--- config.mk ---
export PLATFORM = sky130hd
export DESIGN_NAME = am4_slice
export DESIGN_NICKNAME = d
export VERILOG_FILES = /design/src/rtl/am4_pkg.sv /design/src/rtl/am4_alu.sv /design/src/rtl/am4_regfile.sv /design/src/rtl/am4_slice.sv
export SDC_FILE = /design/constraint.sdc
export NUM_CORES = 1
export LEC_CHECK = 0
export CAP_MARGIN = 40
export CELL_PAD_IN_SITES_DETAIL_PLACEMENT = 1
export CELL_PAD_IN_SITES_GLOBAL_PLACEMENT = 2
export CORE_MARGIN = 2
export CORE_UTILIZATION = 44
export CTS_CLUSTER_DIAMETER = 150
export CTS_CLUSTER_SIZE = 25
export DETAILED_ROUTE_END_ITERATION = 12
export DONT_BUFFER_PORTS = 1
export PLACE_DENSITY_LB_ADDON = 0.1
export SYNTH_ARGS = -nofsm -noshare
export SYNTH_HDL_FRONTEND = slang
export SYNTH_SLANG_ARGS = --single-unit
--- constraint.sdc ---
create_clock -name pin_clk -period 11.5 [get_ports pin_clk]
set_input_delay 2.3 -clock pin_clk [delete_from_list [all_inputs] [get_ports pin_clk]]
set_output_delay 2.3 -clock pin_clk [all_outputs]
set_load 0.1 [all_outputs]
--- src/rtl/am4_pkg.sv ---
/*
   am4 slice shared types
   ALU operand, function and destination codes, the microinstruction word
   and the NZVC status flags
*/
package am4_pkg;

   // operand pairs (R,S) fed to the ALU
   typedef enum logic [2:0]
   {
      AQ = 3'd0,           // R=A, S=Q
      AB = 3'd1,           // R=A, S=B
      ZQ = 3'd2,           // R=0, S=Q
      ZB = 3'd3,           // R=0, S=B
      ZA = 3'd4,           // R=0, S=A
      DA = 3'd5,           // R=D, S=A
      DQ = 3'd6,           // R=D, S=Q
      DZ = 3'd7            // R=D, S=0
   } alu_src_e;

   typedef enum logic [2:0]
   {
      ADD   = 3'd0,        // R + S + cin
      SUBR  = 3'd1,        // S + ~R + cin
      SUBS  = 3'd2,        // R + ~S + cin
      OR    = 3'd3,        // R | S
      AND   = 3'd4,        // R & S
      NOTRS = 3'd5,        // ~R & S
      EXOR  = 3'd6,        // R ^ S
      EXNOR = 3'd7         // ~(R ^ S)
   } alu_fn_e;

   // destination codes, same order as the 2901 I[8:6] field
   typedef enum logic [2:0]
   {
      QREG  = 3'd0,        // F -> Q, Y = F
      NOP   = 3'd1,        // no write, Y = F
      RAMA  = 3'd2,        // F -> B, Y = A
      RAMF  = 3'd3,        // F -> B, Y = F
      RAMQD = 3'd4,        // F/2 -> B, Q/2 -> Q
      RAMD  = 3'd5,        // F/2 -> B
      RAMQU = 3'd6,        // 2F -> B, 2Q -> Q
      RAMU  = 3'd7         // 2F -> B
   } alu_dst_e;

   typedef struct packed
   {
      alu_src_e   src;     // operand pair
      alu_fn_e    fn;      // ALU function
      alu_dst_e   dst;     // write target and Y source
      logic [3:0] a;       // A port address
      logic [3:0] b;       // B port address, also write address
      logic       cin;     // carry in
      logic       sh_in;   // fill bit at vacated end of any shift
      logic       byte_mode; // flags from the low half
      logic       psw_we;  // status register write enable
   } micro_t;

   typedef struct packed
   {
      logic n;             // negative
      logic z;             // zero
      logic v;             // overflow
      logic c;             // carry
   } alu_flags_t;

endpackage

--- src/rtl/am4_alu.sv ---
/*
   am4 ALU
   eight functions over R/S, word or byte NZVC selection, and the
   registered Y output and status register
*/
`timescale 1ns/100ps

module am4_alu
   import am4_pkg::*;
#(
   parameter int data_w = 16
)
(
   input  logic              pin_clk,   // slice clock
   input  logic              dclo,      // async reset, active high
   input  logic              stb_i,     // execute strobe
   input  micro_t            mi_i,      // microinstruction
   input  logic [data_w-1:0] r_i,       // R operand
   input  logic [data_w-1:0] s_i,       // S operand
   input  logic [data_w-1:0] a_i,       // register A for RAMA
   output logic [data_w-1:0] f_o,       // function result, combinational
   output logic [data_w-1:0] y_o,       // registered Y
   output alu_flags_t        psw_o      // registered NZVC
);

localparam int hw = data_w / 2;         // byte boundary

logic [data_w-1:0] op_x;                // adder left input
logic [data_w-1:0] op_y;                // adder right input
logic [data_w:0]   sum;                 // one extra bit for carry out
logic              arith;               // function uses the adder

logic              c_top;               // carry out of the word, c16
logic              c_msb;               // carry into word MSB
logic              c_mid;               // carry out of low half, c8
logic              c_hmsb;              // carry into low half MSB

alu_flags_t        flags;               // flags of this cycle
logic [data_w-1:0] y_d;                 // next Y

// operand inversion for the two subtract forms
always_comb
begin
   op_x  = r_i;
   op_y  = s_i;
   arith = 1'b1;
   case (mi_i.fn)
      ADD:     arith = 1'b1;
      SUBR:    op_x  = ~r_i;            // S - R
      SUBS:    op_y  = ~s_i;            // R - S
      default: arith = 1'b0;            // logic group
   endcase
end

assign sum = {1'b0, op_x} + {1'b0, op_y} + {{data_w{1'b0}}, mi_i.cin};

// internal carries recovered from sum and inputs, no second adder
assign c_top  = sum[data_w];
assign c_msb  = sum[data_w-1] ^ op_x[data_w-1] ^ op_y[data_w-1];
assign c_mid  = sum[hw] ^ op_x[hw] ^ op_y[hw];
assign c_hmsb = sum[hw-1] ^ op_x[hw-1] ^ op_y[hw-1];

always_comb
begin
   case (mi_i.fn)
      ADD, SUBR, SUBS: f_o = sum[data_w-1:0];
      OR:      f_o = r_i | s_i;
      AND:     f_o = r_i & s_i;
      NOTRS:   f_o = ~r_i & s_i;
      EXOR:    f_o = r_i ^ s_i;
      EXNOR:   f_o = ~(r_i ^ s_i);
      default: f_o = sum[data_w-1:0];
   endcase
end

// word flags at the top bit, byte flags at the middle, both from F
always_comb
begin
   if (mi_i.byte_mode)
   begin
      flags.n = f_o[hw-1];              // f7
      flags.z = (f_o[hw-1:0] == '0);    // zl
      flags.c = arith & c_mid;          // c8
      flags.v = arith & (c_hmsb ^ c_mid); // v8
   end
   else
   begin
      flags.n = f_o[data_w-1];          // f15
      flags.z = (f_o == '0);
      flags.c = arith & c_top;          // c16
      flags.v = arith & (c_msb ^ c_top); // v16
   end
end

assign y_d = (mi_i.dst == RAMA) ? a_i : f_o; // A bypass on RAMA only

always_ff @(posedge pin_clk or posedge dclo)
begin
   if (dclo)
   begin
      y_o   <= '0;
      psw_o <= '0;
   end
   else
      if (stb_i)
      begin
         y_o <= y_d;
         if (mi_i.psw_we)
            psw_o <= flags;             // status held otherwise
      end
end

endmodule

--- src/rtl/am4_regfile.sv ---
/*
   am4 register file
   sixteen general registers plus Q, forms the R/S operand pair and
   writes back F, shifted F and shifted Q on a strobed edge
*/
`timescale 1ns/100ps

module am4_regfile
   import am4_pkg::*;
#(
   parameter int data_w = 16
)
(
   input  logic              pin_clk,   // slice clock
   input  logic              dclo,      // async reset, active high
   input  logic              stb_i,     // execute strobe
   input  micro_t            mi_i,      // microinstruction
   input  logic [data_w-1:0] d_i,       // external data
   input  logic [data_w-1:0] f_i,       // ALU result for write-back
   output logic [data_w-1:0] r_o,       // R operand
   output logic [data_w-1:0] s_o,       // S operand
   output logic [data_w-1:0] a_o        // register A, for RAMA on Y
);

logic [data_w-1:0] ram [16];            // general registers
logic [data_w-1:0] q_reg;               // Q register
logic [data_w-1:0] b_rd;                // register B read

logic [data_w-1:0] f_dn;                // F shifted toward LSB
logic [data_w-1:0] f_up;                // F shifted toward MSB
logic [data_w-1:0] q_dn;                // Q shifted toward LSB
logic [data_w-1:0] q_up;                // Q shifted toward MSB

logic              ram_we;              // write B this cycle
logic [data_w-1:0] ram_d;               // data into B
logic              q_we;                // write Q this cycle
logic [data_w-1:0] q_d;                 // data into Q

// both ports read asynchronously, like the 2901 latches when clock high
assign a_o  = ram[mi_i.a];
assign b_rd = ram[mi_i.b];

// sh_in enters at whichever end is vacated
assign f_dn = {mi_i.sh_in, f_i[data_w-1:1]};
assign f_up = {f_i[data_w-2:0], mi_i.sh_in};
assign q_dn = {mi_i.sh_in, q_reg[data_w-1:1]};
assign q_up = {q_reg[data_w-2:0], mi_i.sh_in};

always_comb
begin
   case (mi_i.src)
      AQ, AB:     r_o = a_o;            // A on R
      ZQ, ZB, ZA: r_o = '0;             // zero on R
      DA, DQ, DZ: r_o = d_i;            // external data on R
      default:    r_o = '0;
   endcase

   case (mi_i.src)
      AQ, ZQ, DQ: s_o = q_reg;          // Q on S
      AB, ZB:     s_o = b_rd;           // B on S
      ZA, DA:     s_o = a_o;            // A on S
      DZ:         s_o = '0;             // zero on S
      default:    s_o = '0;
   endcase
end

// destination decode, only write targets here
always_comb
begin
   ram_we = 1'b1;
   ram_d  = f_i;
   q_we   = 1'b0;
   q_d    = q_reg;
   case (mi_i.dst)
      QREG:
      begin
         ram_we = 1'b0;                 // F goes to Q only
         q_we   = 1'b1;
         q_d    = f_i;
      end
      NOP:
         ram_we = 1'b0;                 // nothing stored
      RAMA, RAMF:
         ram_d  = f_i;                  // plain F into B
      RAMQD:
      begin
         ram_d  = f_dn;                 // down shift of F and Q together
         q_we   = 1'b1;
         q_d    = q_dn;
      end
      RAMD:
         ram_d  = f_dn;
      RAMQU:
      begin
         ram_d  = f_up;                 // up shift of F and Q together
         q_we   = 1'b1;
         q_d    = q_up;
      end
      RAMU:
         ram_d  = f_up;
      default:
         ram_we = 1'b0;
   endcase
end

always_ff @(posedge pin_clk or posedge dclo)
begin
   if (dclo)
   begin
      for (int i = 0; i < 16; i++)
         ram[i] <= '0;                  // whole file cleared on reset
      q_reg <= '0;
   end
   else
      if (stb_i)
      begin
         if (ram_we)
            ram[mi_i.b] <= ram_d;       // write-back into B
         if (q_we)
            q_reg <= q_d;
      end
end

endmodule

--- src/rtl/am4_slice.sv ---
/*
   am4 slice top
   register file and ALU joined into one data_w wide datapath
*/
`timescale 1ns/100ps

module am4_slice
   import am4_pkg::*;
#(
   parameter int data_w = 16            // must be even
)
(
   input  logic              pin_clk,   // slice clock
   input  logic              dclo,      // async reset, active high
   input  logic              stb_i,     // one microinstruction per high edge
   input  micro_t            mi_i,      // microinstruction
   input  logic [data_w-1:0] d_i,       // external data
   output logic [data_w-1:0] y_o,       // Y output
   output alu_flags_t        psw_o      // NZVC status
);

logic [data_w-1:0] r_op;                // R operand
logic [data_w-1:0] s_op;                // S operand
logic [data_w-1:0] a_rd;                // register A
logic [data_w-1:0] f_res;               // ALU result back to file

am4_regfile #(
   .data_w  (data_w)
) regfile_inst
(
   .pin_clk (pin_clk),
   .dclo    (dclo),
   .stb_i   (stb_i),
   .mi_i    (mi_i),
   .d_i     (d_i),
   .f_i     (f_res),                    // write-back path
   .r_o     (r_op),
   .s_o     (s_op),
   .a_o     (a_rd)
);

am4_alu #(
   .data_w  (data_w)
) alu_inst
(
   .pin_clk (pin_clk),
   .dclo    (dclo),
   .stb_i   (stb_i),
   .mi_i    (mi_i),
   .r_i     (r_op),
   .s_i     (s_op),
   .a_i     (a_rd),                     // for Y on RAMA
   .f_o     (f_res),
   .y_o     (y_o),
   .psw_o   (psw_o)
);

endmodule

==> results of run 1 <==
==> final timing paths <==
path / endpoint / slack [ps] / depth (start not counted)
worst max-delay path: regfile_inst.ram[26] / 4190 / 14
worst min register to register: regfile_inst.ram[109] / 510 / 2
worst min-delay path: regfile_inst.ram[109] / 510 / 2
min in group asynchronous: regfile_inst.ram[107] / 1720 / 1
worst max register to register: regfile_inst.ram[26] / 5730 / 15
max in group asynchronous: regfile_inst.ram[228] / 8340 / 2
==> Yosys cell counts (all sizes together) (5+ instances only) <==
| master | count | area (µm²) |
|---|---|---|
| nand2 | 320 | 1200 |
| dfrtp | 292 | 7310 |
| o21ai | 246 | 1310 |
| mux4 | 133 | 3080 |
| clkbuf | 88 | 455 |
| mux2i | 77 | 846 |
| nor2 | 62 | 243 |
| buf | 58 | 455 |
| mux2 | 58 | 661 |
| a21oi | 51 | 270 |
| xor2 | 43 | 377 |
| o31ai | 39 | 317 |
| xnor2 | 37 | 324 |
| a22oi | 31 | 233 |
| ha | 31 | 388 |
| a22o | 26 | 229 |
| inv | 26 | 97.6 |
| nor2b | 16 | 100 |
| nor3 | 15 | 75.1 |
| o211ai | 14 | 115 |
| a211oi | 10 | 75.1 |
| a2111oi | 9 | 179 |
| a21o | 8 | 60.1 |
| a31oi | 7 | 43.8 |
| o21a | 7 | 52.6 |
| nand2b | 6 | 37.5 |
| nand3 | 6 | 30.0 |
| a2bb2oi | 5 | 62.6 |
| o22ai | 5 | 31.3 |
==> placed cells by master (no fill, tap or decap), types with 22 or more instances in the layout <==
cell     netlist  routed
inv_1         26      25
nand2_1      320     320
dfrtp_1      292     292
mux4_1        22      22
mux2i_1       71      71
a21oi_1       47      47
ha_1          31      31
nor2_1        60      59
xor2_1        43      43
buf_4         13      35
a22oi_1       31      31
xnor2_1       37      37
a22o_1        25      25
mux4_2       109     109
mux2_2        56      56
o21ai_0      213     213
o31ai_1       36      36
==> worst max-delay path, stage by stage <==
cell and delay, ps:
nor2b_1 700, nand2b_1 570, o22ai_1 460, a2111oi_4 120, xnor2_1 160, ha_1 380
a2111oi_0 810, a21oi_1 200, nor3_1 290, xor2_1 110, a2bb2oi_1 490, mux2i_1 180
a21oi_2 680, mux2_2 290
==> cells by family after synthesis <==
group / share of synthesized area
muxes: 0.240
and+or+nand+nor: 0.101
xor gates and xnor gates: 0.0378
adders and majority gates: 0.0224
AOI/OAI and AO/OA: 0.165
buffers and inverters: 0.0527
DFF: 0.382
==> cell type report <==
type	instances	area share
Tap cell	585	0.0365
Inverter	26	0.00523
Multi-Input combinational cell	1312	0.540
Clock inverter	1	0.000436
Clock buffer	16	0.0189
Antenna cell	3	0.000374
Timing Repair Buffer	53	0.0348
Sequential cell	292	0.364
==> through the flow <==
stage / power (µW) / instance area (µm²) / hold slack (ps) / setup WS, ps / utilization
finish: 3850 / 20100 / 506 / 4190 / 0.467
global route: 4080 / 20100 / 539 / 3830 / 0.467
CTS: 3860 / 20100 / 512 / 4280 / 0.467
detailed placement: 3260 / 19700 / 487 / 3720 / 0.458
global placement: 3110 / 19200 / 470 / 3780 / 0.447
floorplan: 2780 / 19100 / 455 / 1140 / -
==> power groups by stage <==
| stage | Combinational [µW] | Sequential (µW) | Clock (µW) |
|---|---|---|---|
| global placement | 1380 | 1730 | 0 |
| floorplan | 1130 | 1650 | 0 |
| detailed placement | 1570 | 1690 | 0 |
| global route | 1720 | 1720 | 641 |
| CTS | 1580 | 1670 | 615 |
| finish | 1580 | 1680 | 593 |
==> routing by layer <==
layer | wire (µm) | GRT usage
met1 | 29800 | 0.423
met2 | 31500 | 0.492
met3 | 3530 | 0.0464
met4 | 1690 | 0.0776
met5 | 16 | 0
==> metrics.cfg, run 1 <==
[routing]
antenna_left = 0
vias = 14380
drcViolationCount = 0
routed_via_density = 6.28
wl_per_cell_um = 29.1
wl_mm = 66.5
drt_iter0_markers = 1073
firstDrtPassIters = 7

[yosys]
ys.warnings.count = 0
synth_seq_cells = 292
synthFlopType = dfrtp_1
synth_edf_count = 0
avgSynthCellArea_um2 = 10.8
async_flop_share = 1.00
syn-instance-count = 1776
syn-num-nets = 1849
ys_types = 81
synth_area_um2 = 19100
synth-seq-area-share = 0.382

[setup_path]
arrival_ps = 7760
crit_type = input port to flip-flop
regToRegStartpoint = regfile_inst.ram[130]
cp_max_fo = 16
start_kind = input port
cp.required_ps = 11950
critPathLaunch = mi_i[20]
cp-end-kind = flip-flop

[clock_tree]
clock_latency_ps = 520
clock_sinks = 292
cts-root-buf = clkbuf_16
htreeDepth = 1
cts.path.max_buffers = 3
post-cts-setup-buffers = 0
cts_made_buffers = 15
cts_resized = 0
ctsHoldBuffers = 0
cts_tree = built
cts.reportedPaths.clkPinSlew_ps = 100

[timing]
rsz0062_at_grt = false
skew_ps = 16.7
slew_headroom = 0.372
fin_crit_ps = 7310
period_share = 0.636
worst_slew_pin_slew_ps = 940
finalSetupViolCount = 0
fin_tns_setup_ps = 0
fmax_ghz = 0.137
final-max-slew-violation-count = 0
timing.final.hold_violations = 0

[global_routing]
grtUsageTotal = 0.302
grt_antenna_before_repair = 3
grt_max_degree = 106
grt_pass1_vias = 14749
grt_pass1_wl_mm = 100
grt_overflow_total = 0

[die]
start_util = 0.445
die_area_um2 = 45200
fp.dieW_um = 213
die_h_um = 213
core_um2 = 43000
ioPinCount = 60
core.rowCount = 76

[power_and_ir_drop]
intPower_uw = 2300
pwr-share-comb = 0.410
clkPwrFrac = 0.154
p_sw_uw = 1540
switching_share = 0.401
powerDensity_nw_per_um2 = 192
leakagePower_uw = 0.00845
peakVddDrop_v = 0.0000903
pwr-share-seq = 0.436

[min_path]
worstHoldStart = regfile_inst.ram[109]
hold_path.class = flip-flop to flip-flop

[cells_and_area]
ff_latch_area_um2 = 7310
drive_above_1_share = 0.175
area_growth_pct = 4.98
fin_cells = 2288
nets = 1773
n_fill_cell = 4640
largest_reg_flops = 256
multi_input_area_um2 = 10800

[status]
status = complete, no violations

[placed_design]
io_buffers = 0
dp_cells = 2268
gp_congestion = 0.933
dp_hpwl_mm = 46.1

[flow_run]
drv_cap = 0

No activity file was read; power rests on OpenSTA's default activity.
==> inputs of run 2 (changes only) <==
--- a/config.mk
+++ b/config.mk
@@ -5,11 +5,12 @@
 export SDC_FILE = /design/constraint.sdc
 export NUM_CORES = 1
 export LEC_CHECK = 0
+export ABC_AREA = 1
 export CAP_MARGIN = 40
 export CELL_PAD_IN_SITES_DETAIL_PLACEMENT = 1
 export CELL_PAD_IN_SITES_GLOBAL_PLACEMENT = 2
 export CORE_MARGIN = 2
-export CORE_UTILIZATION = 44
+export CORE_UTILIZATION = 36
 export CTS_CLUSTER_DIAMETER = 150
 export CTS_CLUSTER_SIZE = 25
 export DETAILED_ROUTE_END_ITERATION = 12
==> constraint.sdc (replaced) <==
create_clock -name pin_clk -period 7.45 [get_ports pin_clk]
set_input_delay 1.49 -clock pin_clk [delete_from_list [all_inputs] [get_ports pin_clk]]
set_output_delay 1.49 -clock pin_clk [all_outputs]
set_load 0.1 [all_outputs]
==> run 2 against run 1 <==
- first-iteration DRC count is 83% higher
- design area is 9.3% higher
- highest routed layer unchanged
- via count is 52% higher
- synthesized area is 7.2% higher
- synthesized cell count is 82% higher
- combinational power is 41% higher
- die area is 30% higher
- core utilization is 7.8 points lower
- sequential power is 39% higher
- clock skew is 13 ps higher
- sequential cell count stayed put
- largest cell class unchanged
==> metrics.cfg, run 2 <==
[status]
status = complete, no violations  ; unchanged

[yosys]
synth_area_leader_cell = dfrtp_1  ; unchanged
ys_types = 49  ; was 81
netlist_top_cells_area = dfrtp_1 36%, nand2_1 29%, o21ai_0 5.8%, nand3_1 5.6%, inv_1 5.5%  ; was dfrtp_1 38%, mux4_2 13%, nand2_1 6.3%, o21ai_0 5.6%, mux2i_1 3.7%
synth-seq-area-share = 0.356  ; was 0.382
synth.most_common_cell = nand2_1  ; unchanged
ys.warnings.count = 0  ; unchanged
synth_edf_count = 0  ; unchanged
syn-num-nets = 3298  ; was 1849
synth_mux_area_frac = 0  ; was 0.240
yosys.area_share.simple = 0.384  ; was 0.101
netlist.area_leader.share = 0.356  ; was 0.382
synth_fa_ha_area_frac = 0.0209  ; was 0.0224
synth_area_um2 = 20500  ; was 19100 µm²
synth_top_family_by_area = simple AND/OR/NAND/NOR gates  ; was multiplexers
syn-instance-count = 3225  ; was 1776
async_flop_share = 1.00  ; unchanged
synth_seq_cells = 292  ; unchanged
synth_compound_area_frac = 0.116  ; was 0.165
yosys-top-cells-count = 1558 x nand2_1, 298 x inv_1, 292 x dfrtp_1  ; was 320 x nand2_1, 292 x dfrtp_1, 213 x o21ai_0
avgSynthCellArea_um2 = 6.36  ; was 10.8 µm²
synth_xor_area_frac = 0.0162  ; was 0.0378
synthFlopType = dfrtp_1  ; unchanged

[die]
start_util = 0.364  ; was 0.445
core_um2 = 56400  ; was 43000 µm²
ioPinCount = 60  ; unchanged
fp.dieW_um = 243  ; was 213 µm
core.rowCount = 87  ; was 76
die_h_um = 243  ; was 213 µm
die_area_um2 = 58900  ; was 45200 µm²

[setup_path]
cp.required_ps = 7950  ; was 11950 ps
cp_max_fo = 174  ; was 16
r2r_setup_slack_ps = 2140  ; was 5730 ps
crit_type = input port to flip-flop  ; unchanged
regToRegStartpoint = regfile_inst.ram[240]  ; was regfile_inst.ram[130]
ff2ff_path_depth = 22  ; was 15
cp-end-kind = flip-flop  ; unchanged
arrival_ps = 7220  ; was 7760 ps
r2r-end = regfile_inst.ram[60]  ; was regfile_inst.ram[26]
start_kind = input port  ; unchanged

[power_and_ir_drop]
leakagePower_uw = 0.0115  ; was 0.00845 µW
peakVddDrop_v = 0.000159  ; was 0.0000903 V
clkPwrFrac = 0.178  ; was 0.154
powerDensity_nw_per_um2 = 253  ; was 192 nW/µm²
total_power_uw = 5540  ; was 3850 µW
pwr-share-seq = 0.420  ; was 0.436
switching_share = 0.447  ; was 0.401
pwr-share-comb = 0.402  ; was 0.410
p_sw_uw = 2480  ; was 1540 µW
intPower_uw = 3070  ; was 2300 µW

[placed_design]
dp_hpwl_mm = 67.3  ; was 46.1 mm
gp_congestion = 0.948  ; was 0.933
dp_cells = 3898  ; was 2268
io_buffers = 0  ; unchanged

[clock_tree]
clock_latency_ps = 560  ; was 520 ps
post-cts-setup-buffers = 0  ; unchanged
clock_sinks = 292  ; unchanged
ctsHoldBuffers = 0  ; unchanged
cts_tree = built  ; unchanged
cts-root-buf = clkbuf_16  ; unchanged
htreeDepth = 1  ; unchanged
cts.reportedPaths.clkPinSlew_ps = 110  ; was 100 ps
cts_resized = 0  ; unchanged
cts_made_buffers = 15  ; unchanged
cts.path.max_buffers = 3  ; unchanged

[timing]
fin_crit_ps = 6720
period_share = 0.902
timing.final.hold_violations = 0  ; unchanged
fmax_ghz = 0.149
worst_slew_pin_slew_ps = 1180  ; was 940 ps
slew_headroom = 0.213  ; was 0.372
fin_tns_setup_ps = 0  ; unchanged
skew_ps = 29.7  ; was 16.7 ps
final-max-slew-violation-count = 0  ; unchanged
holdWs_ps = 491  ; was 506 ps
rsz0062_at_grt = false  ; unchanged
finalSetupViolCount = 0  ; unchanged

[cells_and_area]
area_growth_pct = 7.05  ; was 4.98%
largest_reg_flops = 256  ; unchanged
final_cell_mix = 1558 x nand2_1, 296 x inv_1, 292 x dfrtp_1, 238 x o21ai_0, 230 x nand3_1  ; was 320 x nand2_1, 292 x dfrtp_1, 213 x o21ai_0, 109 x mux4_2, 71 x mux2i_1
nets = 3233  ; was 1773
fin_cells = 3917  ; was 2288
diodes = 0  ; was 3
mostFrequentLayoutCell = nand2_1  ; unchanged
drive_above_1_share = 0.0503  ; was 0.175

[min_path]
hold_path.class = flip-flop to flip-flop  ; unchanged
hold_depth = 2  ; unchanged
worstHoldStart = regfile_inst.ram[12]  ; was regfile_inst.ram[109]
hold_end = regfile_inst.ram[12]  ; was regfile_inst.ram[109]

[routing]
antenna_left = 0  ; unchanged
drcViolationCount = 0  ; unchanged
vias = 21787  ; was 14380
drt_iter0_markers = 1966  ; was 1073
wl_mm = 97.7  ; was 66.5 mm
firstDrtPassIters = 5  ; was 7
routed_via_density = 5.56  ; was 6.28
wl_per_cell_um = 24.9  ; was 29.1 µm

[global_routing]
grt_antenna_before_repair = 3  ; unchanged
grt_max_degree = 175  ; was 106
grt_pass1_vias = 21631  ; was 14749
grt_pass1_wl_mm = 145  ; was 100 mm
grtUsageTotal = 0.328  ; was 0.302
grt_overflow_total = 0  ; unchanged

[flow_run]
drv_cap = 0  ; unchanged

[run 2: cell count changes after synthesis, sizes merged, moves of 55 or more]
cell,change
nand2,+1246
mux2i,-77
inv,+278
mux4,-133
buf,+55
nand3,+227
mux2,-58
nor2,+71
[run 2: area by class of cell]
class	count	area, µm²
Fill cell	7485	34400
Multi-Input combinational cell	2454	11000
Sequential cell	292	7310
Inverter	307	1160
Timing Repair Buffer	90	1110
Tap cell	756	946
Clock buffer	16	389
Clock inverter	2	17.5
[run 2: power groups by stage]
stage                     sequential, µW  combinational [µW]  clock, µW
final                               2330                2230        986
after global routing                2380                2460       1050
after CTS                           2330                2190       1020
after detailed placement            2350                2180          0
after global placement              2440                1920          0
after floorplan                     2360                1370          0
[run 2: worst max path at each step]
stage               depth (start not counted)  startpoint  slack, ps               endpoint
floorplan                                   1        dclo       2080      alu_inst.psw_o[0]
global placement                           22     mi_i[8]        580  regfile_inst.ram[155]
detailed placement                         22     mi_i[8]        550   regfile_inst.ram[60]
CTS                                        24     mi_i[8]       1120   regfile_inst.ram[78]
global route                               24     mi_i[8]        630  regfile_inst.ram[110]
finish                                     22     mi_i[8]        730   regfile_inst.ram[60]
[run 2: cells by family (layout without fill, tap and decap cells)]
| family | count (synthesis) | in the layout |
|---|---|---|
| simple gates | 1976 | 1976 |
| xor+xnor | 38 | 38 |
| compound gates | 407 | 407 |
| fa+ha+maj | 33 | 33 |
| buf+inv | 479 | 415 |
| flops | 292 | 292 |
[run 2: critical path, stage by stage]
cell and delay, ps:
inv_2 500, buf_4 410, nand2_1 100, nand3_1 90, nand3_1 150, nand3_1 240, nand2_1 320, nand2_1 150
nand3_1 100, nand2_1 170, xor2_1 230, inv_1 80, fa_1 400, o21ai_0 600, nand4_1 180, o211ai_1 240
nand2_1 80, nand2_1 370, nand2_2 160, o211ai_2 620, nand2_1 270, nand2_1 120
[run 2: through the flow]
step | worst slack (ps) | util | cell area (µm²)
after floorplan | 2080 | - | 20500
after global placement | 576 | 0.373 | 21000
after detailed placement | 551 | 0.382 | 21500
after CTS | 1120 | 0.389 | 21900
after global routing | 630 | 0.389 | 22000
final | 732 | 0.389 | 22000
[run 2: metal layers]
metal | routed length (µm) | vias up | global-route usage
li1 | - | 9934 | -
met1 | 45900 | 11057 | 0.483
met2 | 42800 | 679 | 0.510
met3 | 6060 | 115 | 0.0334
met4 | 2910 | 2 | 0.0927
met5 | 11 | - | 0
